**config.mk**
```make
export PLATFORM = sky130hd
export DESIGN_NAME = xt_glue_top
export DESIGN_NICKNAME = d
export VERILOG_FILES = /design/src/hdl/xt_bus_pkg.sv /design/src/hdl/xt_glue_top.sv /design/src/hdl/readback_mux.sv /design/src/hdl/ems_mapper.sv /design/src/hdl/bus_decoder.sv
export SDC_FILE = /design/constraint.sdc
export NUM_CORES = 1
export LEC_CHECK = 0
export ABC_AREA = 1
export BUFFER_PORTS_ARGS = -buffer_cell sky130_fd_sc_hd__buf_4
export CORE_MARGIN = 1.5
export CORE_UTILIZATION = 54
export DETAILED_ROUTE_END_ITERATION = 7
export PLACE_DENSITY = 0.77
export SLEW_MARGIN = 40
export SYNTH_ARGS = -nofsm -noshare
export SYNTH_HDL_FRONTEND = slang
export SYNTH_SLANG_ARGS = --single-unit
```
**constraint.sdc**
```tcl
create_clock -name clock -period 1.5 [get_ports clock]
set_clock_uncertainty 0.1 [all_clocks]
set_input_delay 0.225 -clock clock [delete_from_list [all_inputs] [get_ports clock]]
set_output_delay 0.225 -clock clock [all_outputs]
set_load 0.01 [all_outputs]
```
**src/hdl/xt_bus_pkg.sv**
```systemverilog
// Shared widths, address views and fixed memory-map constants for the XT glue block.
// The memory view assumes 16 KB banks over a 1 MB address space.
package xt_bus_pkg;

    localparam int ADDR_W    = 20;
    localparam int DATA_W    = 8;
    localparam int EMS_MAP_W = 7;
    localparam int EMS_BANKS = 4;
    localparam int IO_SLOTS  = 8;

    typedef logic [ADDR_W-1:0] addr_t;
    typedef logic [DATA_W-1:0] data_t;

    // I/O cycle view: only the low 16 bits form the port number
    typedef struct packed {
        logic [3:0]  upper;
        logic [15:0] port;
    } io_view_t;

    // Memory cycle view: 16 KB bank index plus offset
    typedef struct packed {
        logic [5:0]  bank;
        logic [13:0] offset;
    } mem_view_t;

    typedef union packed {
        io_view_t  io;
        mem_view_t mem;
    } pc_addr_u;

    // BIOS window F0000h-FFFFFh, compared against bank[5:2]
    localparam logic [3:0] BIOS_BANK_HI = 4'hF;

    // Disk-ROM window EC000h-EFFFFh, one full bank
    localparam logic [5:0] XTIDE_BANK = 6'b111011;

    // EMS page-frame nibbles for A0000h, C0000h and D0000h
    localparam logic [3:0] EMS_FRAME_A = 4'hA;
    localparam logic [3:0] EMS_FRAME_C = 4'hC;
    localparam logic [3:0] EMS_FRAME_D = 4'hD;

    // Writing this value to a map port turns its bank off
    localparam logic [DATA_W-1:0] EMS_DISABLE_CODE = 8'hFF;

endpackage
```
**src/hdl/xt_glue_top.sv**
```systemverilog
// Top of the XT address-decode and register glue.
// Port bases are relocatable through parameters; the rest of the map is fixed.
// No handshake: strobes must stay stable for at least one clock.
`timescale 1ns/1ps

module xt_glue_top
    import xt_bus_pkg::*;
#(
    parameter logic [15:0] LPT_BASE      = 16'h0378,
    parameter logic [15:0] EMS_PORT_BASE = 16'h0260
) (
    input  logic                 clock,
    input  logic                 reset,
    input  addr_t                addr_i,
    input  data_t                data_i,
    input  logic                 io_read_n_i,
    input  logic                 io_write_n_i,
    input  logic                 memory_read_n_i,
    input  logic                 aen_n_i,
    input  logic                 ems_enable_i,
    input  logic [1:0]           ems_frame_i,
    output logic [IO_SLOTS-1:0]  io_cs_n_o,
    output logic                 bios_cs_n_o,
    output logic                 xtide_cs_n_o,
    output logic [EMS_BANKS-1:0] ems_bank_o,
    output data_t                data_o,
    output logic                 data_valid_o,
    output data_t                lpt_data_o
);

    logic  lpt_sel;
    logic  ems_read_hit;
    data_t ems_read_data;

    bus_decoder #(
        .LPT_BASE (LPT_BASE)
    ) u_bus_decoder (
        .addr_i       (addr_i),
        .aen_n_i      (aen_n_i),
        .io_cs_n_o    (io_cs_n_o),
        .bios_cs_n_o  (bios_cs_n_o),
        .xtide_cs_n_o (xtide_cs_n_o),
        .lpt_sel_o    (lpt_sel)
    );

    ems_mapper #(
        .EMS_PORT_BASE (EMS_PORT_BASE)
    ) u_ems_mapper (
        .clock           (clock),
        .reset           (reset),
        .addr_i          (addr_i),
        .data_i          (data_i),
        .io_write_n_i    (io_write_n_i),
        .io_read_n_i     (io_read_n_i),
        .aen_n_i         (aen_n_i),
        .ems_enable_i    (ems_enable_i),
        .ems_frame_i     (ems_frame_i),
        .ems_bank_o      (ems_bank_o),
        .ems_read_hit_o  (ems_read_hit),
        .ems_read_data_o (ems_read_data)
    );

    readback_mux u_readback_mux (
        .clock           (clock),
        .reset           (reset),
        .data_i          (data_i),
        .io_write_n_i    (io_write_n_i),
        .io_read_n_i     (io_read_n_i),
        .memory_read_n_i (memory_read_n_i),
        .lpt_sel_i       (lpt_sel),
        .ems_read_hit_i  (ems_read_hit),
        .ems_read_data_i (ems_read_data),
        .data_o          (data_o),
        .data_valid_o    (data_valid_o),
        .lpt_data_o      (lpt_data_o)
    );

endmodule

```
**src/hdl/readback_mux.sv**
```systemverilog
// Printer data latch and chipset read-back combiner.
// Only EMS and LPT reads are returned; other devices drive the bus themselves.
// An I/O read is ignored while a memory read strobe is also low.
`timescale 1ns/1ps

module readback_mux
    import xt_bus_pkg::*;
(
    input  logic  clock,
    input  logic  reset,
    input  data_t data_i,
    input  logic  io_write_n_i,
    input  logic  io_read_n_i,
    input  logic  memory_read_n_i,
    input  logic  lpt_sel_i,
    input  logic  ems_read_hit_i,
    input  data_t ems_read_data_i,
    output data_t data_o,
    output logic  data_valid_o,
    output data_t lpt_data_o
);

    data_t lpt_data_q;
    logic  io_read_cycle;
    logic  lpt_read;

    // Printer latch idles high like an undriven bus
    always_ff @(posedge clock, posedge reset) begin
        if (reset) begin
            lpt_data_q <= 8'hFF;
        end else if (lpt_sel_i && ~io_write_n_i) begin
            lpt_data_q <= data_i;
        end
    end

    assign lpt_data_o = lpt_data_q;

    assign io_read_cycle = ~io_read_n_i && memory_read_n_i;
    assign lpt_read      = lpt_sel_i && io_read_cycle;

    // EMS takes priority over the printer port
    always_comb begin
        if (ems_read_hit_i && io_read_cycle) begin
            data_o       = ems_read_data_i;
            data_valid_o = 1'b1;
        end else if (lpt_read) begin
            data_o       = lpt_data_q;
            data_valid_o = 1'b1;
        end else begin
            data_o       = '0;
            data_valid_o = 1'b0;
        end
    end

endmodule

```
**src/hdl/ems_mapper.sv**
```systemverilog
// EMS page mapper with four map registers at EMS_PORT_BASE..+3.
// EMS_PORT_BASE must be 4-port aligned. Bank hits are combinational
// from the address and follow a register write one clock later.
`timescale 1ns/1ps

module ems_mapper
    import xt_bus_pkg::*;
#(
    parameter logic [15:0] EMS_PORT_BASE = 16'h0260
) (
    input  logic                 clock,
    input  logic                 reset,
    input  addr_t                addr_i,
    input  data_t                data_i,
    input  logic                 io_write_n_i,
    input  logic                 io_read_n_i,
    input  logic                 aen_n_i,
    input  logic                 ems_enable_i,
    input  logic [1:0]           ems_frame_i,
    output logic [EMS_BANKS-1:0] ems_bank_o,
    output logic                 ems_read_hit_o,
    output data_t                ems_read_data_o
);

    localparam int BANK_SEL_W = $clog2(EMS_BANKS);

    pc_addr_u                addr_view;
    logic                    port_hit;
    logic [BANK_SEL_W-1:0]   reg_index;
    logic [3:0]              frame_nibble;

    logic [EMS_MAP_W-1:0]    map_q [EMS_BANKS];
    logic [EMS_BANKS-1:0]    ena_q;

    assign addr_view = addr_i;
    assign reg_index = addr_view.io.port[BANK_SEL_W-1:0];

    assign port_hit = ~aen_n_i && ems_enable_i &&
                      (addr_view.io.port[15:BANK_SEL_W] == EMS_PORT_BASE[15:BANK_SEL_W]);

    // Map register update, values 80h-FEh are ignored
    always_ff @(posedge clock, posedge reset) begin
        if (reset) begin
            for (int k = 0; k < EMS_BANKS; k++) begin
                map_q[k] <= '0;
            end
            ena_q <= '0;
        end else if (port_hit && ~io_write_n_i) begin
            if (data_i == EMS_DISABLE_CODE) begin
                map_q[reg_index] <= '1;
                ena_q[reg_index] <= 1'b0;
            end else if (!data_i[DATA_W-1]) begin
                map_q[reg_index] <= data_i[EMS_MAP_W-1:0];
                ena_q[reg_index] <= 1'b1;
            end
        end
    end

    // Disabled banks read back as FFh
    assign ems_read_hit_o  = port_hit && ~io_read_n_i;
    assign ems_read_data_o = ena_q[reg_index] ? {1'b0, map_q[reg_index]} : EMS_DISABLE_CODE;

    always_comb begin
        case (ems_frame_i)
            2'd0:    frame_nibble = EMS_FRAME_A;
            2'd1:    frame_nibble = EMS_FRAME_C;
            default: frame_nibble = EMS_FRAME_D;
        endcase
    end

    // Each enabled register owns one 16 KB bank of the frame
    always_comb begin
        for (int k = 0; k < EMS_BANKS; k++) begin
            ems_bank_o[k] = ena_q[k] &&
                            (addr_view.mem.bank == {frame_nibble, BANK_SEL_W'(k)});
        end
    end

endmodule

```
**src/hdl/bus_decoder.sv**
```systemverilog
// Combinational I/O slot, memory window and printer port decode.
// Slot selects cover ports 000h-0FFh only. Memory selects ignore aen.
// LPT_BASE must be 8-port aligned.
`timescale 1ns/1ps

module bus_decoder
    import xt_bus_pkg::*;
#(
    parameter logic [15:0] LPT_BASE = 16'h0378
) (
    input  addr_t               addr_i,
    input  logic                aen_n_i,
    output logic [IO_SLOTS-1:0] io_cs_n_o,
    output logic                bios_cs_n_o,
    output logic                xtide_cs_n_o,
    output logic                lpt_sel_o
);

    localparam int SLOT_SEL_W = $clog2(IO_SLOTS);

    pc_addr_u                addr_view;
    logic                    slot_range;
    logic [SLOT_SEL_W-1:0]   slot_index;

    assign addr_view = addr_i;

    // Motherboard I/O lives in the first 256 ports
    assign slot_range = ~aen_n_i && (addr_view.io.port[9:8] == 2'b00);

    // 32 ports per slot
    assign slot_index = addr_view.io.port[7:5];

    always_comb begin
        io_cs_n_o = '1;
        if (slot_range) begin
            for (int i = 0; i < IO_SLOTS; i++) begin
                if (slot_index == SLOT_SEL_W'(i)) begin
                    io_cs_n_o[i] = 1'b0;
                end
            end
        end
    end

    // 64 KB BIOS window spans four banks
    assign bios_cs_n_o = ~(addr_view.mem.bank[5:2] == BIOS_BANK_HI);

    // 16 KB disk-ROM window is exactly one bank
    assign xtide_cs_n_o = ~(addr_view.mem.bank == XTIDE_BANK);

    // Eight printer ports from the base
    assign lpt_sel_o = ~aen_n_i && (addr_view.io.port[15:3] == LPT_BASE[15:3]);

endmodule

```
==> qor_table.md <==
| Quantity | Reported | Unit |
|:---|:---|:---|
| Mapped cell area | 2917 | µm² |
| Achievable clock frequency | 0.5950 | GHz |
| Number of nets in the finished design | 591 | - |
| Total GRT Usage | 0.3048 | - |
| Arrival time reported for the critical path endpoint | 1.36 | ns |
| Row count | 26 | - |
| Violations in the final reports | setup timing | - |
| Port bufs | 67 | - |
| Post-CTS clock slew at the launch and capture registers of the worst setup and hold paths | 0.08 | ns |
| Final hold viol count | 0 | - |
| I/O pin count | 68 | - |
| Mapped Nets | 473 | - |
| Die width | 76.49 | µm |
| Number of antenna violations at the first check in global routing | 0 | - |
| Sequential fraction of the synthesis area | 0.3466 | - |
| Yosys top cell area share | 0.2746 | - |
| Post-detail-place hpwl | 6350 | µm |
| Root Buffer | clkbuf_8 | - |
| Full die area | 5851 | µm² |
| RR Startpoint | u_ems_mapper.map_q[23] | - |
| Vias in the first global route | 3169 | - |
| Hold Path Origin | data_i[7] | - |
| Number of buffers added by the clock tree synthesis step | 5 | - |
| Number of different library cells in the post-synthesis netlist | 24 | - |
| Max-slew violation count | 0 | - |
| Share of final-layout standard cells stronger than drive strength 1 | 0.3333 | - |
| Number of synthesized register bits | 40 | - |
| Sinks on Clock Net | 40 | - |
| Number of max-cap violations | 0 | - |
| Drt total wl | 8500 | µm |
| Placer Congestion | 0.9018 | - |
| Type of the worst min-delay path | in -> reg | - |
| Count of buffers added by post-CTS timing repair for setup | 0 | - |
| Type of the worst setup path | reg -> out | - |
| Shortest clock period the worst path allows after layout | 1.681 | ns |
| Capturing point of the worst reg2reg path | u_ems_mapper.map_q[23] | - |
| Post-Route Hold Slack | 0.1013 | ns |
| Leakage | 2.327 | nW |
| Crit. End Element | output port | - |
| Largest net degree at the start of global routing | 41 | - |
| Final global-route overflow total | 0 | - |
| Maximum root-to-sink buffer count | 2 | - |
| Via count | 3297 | - |
| Final period util | 1.120 | - |
| WHS Path Cells | 3 | - |
| Worst-margin pin slew | 0.3161 | ns |
| Remaining number of nets flagged by the antenna check after routing | 0 | - |
| Worst Slack Setup Final | -0.1806 | ns |
| Total DRC errors in the routed layout | 0 | - |
| First-pass GRT wire length | 14570 | µm |
| Gate Count Post-Synth | 436 | - |
| Vias per inst | 5.275 | - |
| Diodes inserted | 0 | - |
| TritonCTS clock tree | yes | - |
| Reg-to-reg setup timing slack | 0.45 | ns |
| H-Tree Depth | 2 | - |
| Rel. slew slack | 0.7888 | - |
| Crit-path max FO | 7 | - |
| Power density of the placed cells | 545.0 | nW/µm² |
| Largest area contributor in the synthesized netlist | dfrtp_1 | - |
| Post-placement setup slack | -0.2412 | ns |
| Synth top area cells | dfrtp_1 27%, nand2_1 18%, inv_1 11% | - |
| Area growth from synthesis to layout | 41.66 | % |
| Outcome | finished with violations | - |
| VDD IR-drop max | 0.0006391 | V |
| Worst hold endpoint | u_readback_mux.lpt_data_o[7] | - |
| Unrepaired setup endpoints after global routing | yes | - |
| Detailed-router iteration count before antenna repair | 7 | - |
| Core Region | 5172 | µm² |
| Number of endpoints failing setup at the final stage | 8 | - |
| Launching element type of the critical path | flop | - |
| Avg Cell Area, Syn | 6.689 | µm² |
| Warning count from the yosys run | 0 | - |
| Height of the die | 76.49 | µm |
| Effective utilization at floorplan | 0.5639 | - |
| Average wire per cell in the routed design | 13.60 | µm |
| Clock insertion delay at the later pin of the skew report | 0.29 | ns |
| Starting DRT DRC Count | 222 | - |
| Required time reported for the critical path endpoint | 1.17 | ns |
| Logic depth of the worst register-to-register path | 4 | - |
[worst max-delay path: stages (launching register included)]
cell and delay (ns):
dfrtp_1 0.40, nand2_1 0.09, o21ai_2 0.07, nor2_4 0.17, nand2_4 0.12, o21ai_2 0.08, buf_4 0.13
[synth_stat cells, drive strengths merged]
cell type  instances
nand2            150
inv               88
nand4             41
o21ai             40
nor2              33
dfrtp             32
buf               11
nand3             11
dfstp              8
nand3b             7
o2111ai            6
nor3               3
xor2               3
o22ai              2
clkinv             1
[where the power goes]
part / total (mW) / leakage, nW / internal (mW) / switching, mW
combinational: 0.470 / 1.92 / 0.213 / 0.257
sequential: 1.08 / 0.362 / 1.08 / 0.000248
clock: 0.702 / 0.0422 / 0.327 / 0.375
[state kept, by name, summed over array words and instances (netlist names), named ones only]
name	cells
u_ems_mapper.map_q	28
u_readback_mux.lpt_data_o	8
[stage by stage]
step	power (mW)	cell area, µm²	cells	setup TNS, ns	util
6_report	2.252	4131	625	-1.357	0.7987
5_1_grt	2.345	4131	625	-1.988	0.7987
4_1_cts	2.242	4065	625	-1.242	0.7859
3_5_place_dp	1.532	3871	617	-5.333	0.7484
3_3_place_gp	1.525	3871	617	-4.790	0.7484
2_1_floorplan	1.277	2917	436	0	-
[cells by family after synthesis]
group	share of synthesized area
simple gates	0.4045
buf+inv	0.1489
compound gates	0.09095
flops	0.3466
xor+xnor	0.009011
[worst max path at each step]
stage | slack, ns | start | depth (start not counted) | endpoint
CTS | -0.21 | flop | 6 | data_o[3]
floorplan | 0.04 | addr_i[7] | 9 | data_o[7]
detailed placement | -0.24 | addr_i[0] | 8 | data_o[3]
finish | -0.18 | flop | 6 | data_o[7]
global route | -0.25 | flop | 6 | data_o[7]
global placement | -0.20 | addr_i[12] | 8 | data_o[3]
[placed cells by master, fill, tap and decap left out, types with 7 or more instances in the layout]
cell | Yosys | final
nand2_1 | 142 | 139
buf_4 | 0 | 110
inv_1 | 87 | 84
nand4_1 | 37 | 37
o21ai_0 | 40 | 36
dfrtp_1 | 32 | 32
nor2_1 | 26 | 20
dfstp_2 | 8 | 8
nand2_2 | 6 | 7
nand3b_1 | 7 | 7
nand3_2 | 0 | 7
buf_6 | 7 | 7
[layer usage]
metal	wire [µm]	part of all wire	track usage	vias up
li1	-	-	-	1624
met1	3495	0.41	0.4058	1478
met2	4095	0.48	0.5018	172
met3	730	0.086	0.05389	23
met4	179	0.021	0.1019	0
met5	0	0	0	-
[what timing repair did]
action | CTS | global route
hold buffers | 1 | 0
pin swaps | 12 | 13
resized for setup | 30 | 19
endpoints found under the setup margin | 9 | 15
endpoints found under the hold margin | 32 | 0
[area by class of cell]
cell class                      count  area, µm²
Clock inverter                      1      5.005
Inverter                           89      336.6
Sequential cell                    40       1011
Multi-Input combinational cell    296       1620
Fill cell                         358       1041
Clock buffer                        7      76.32
Tap cell                           70      87.58
Timing Repair Buffer              122      994.7
(Power assumes the default switching activity.)
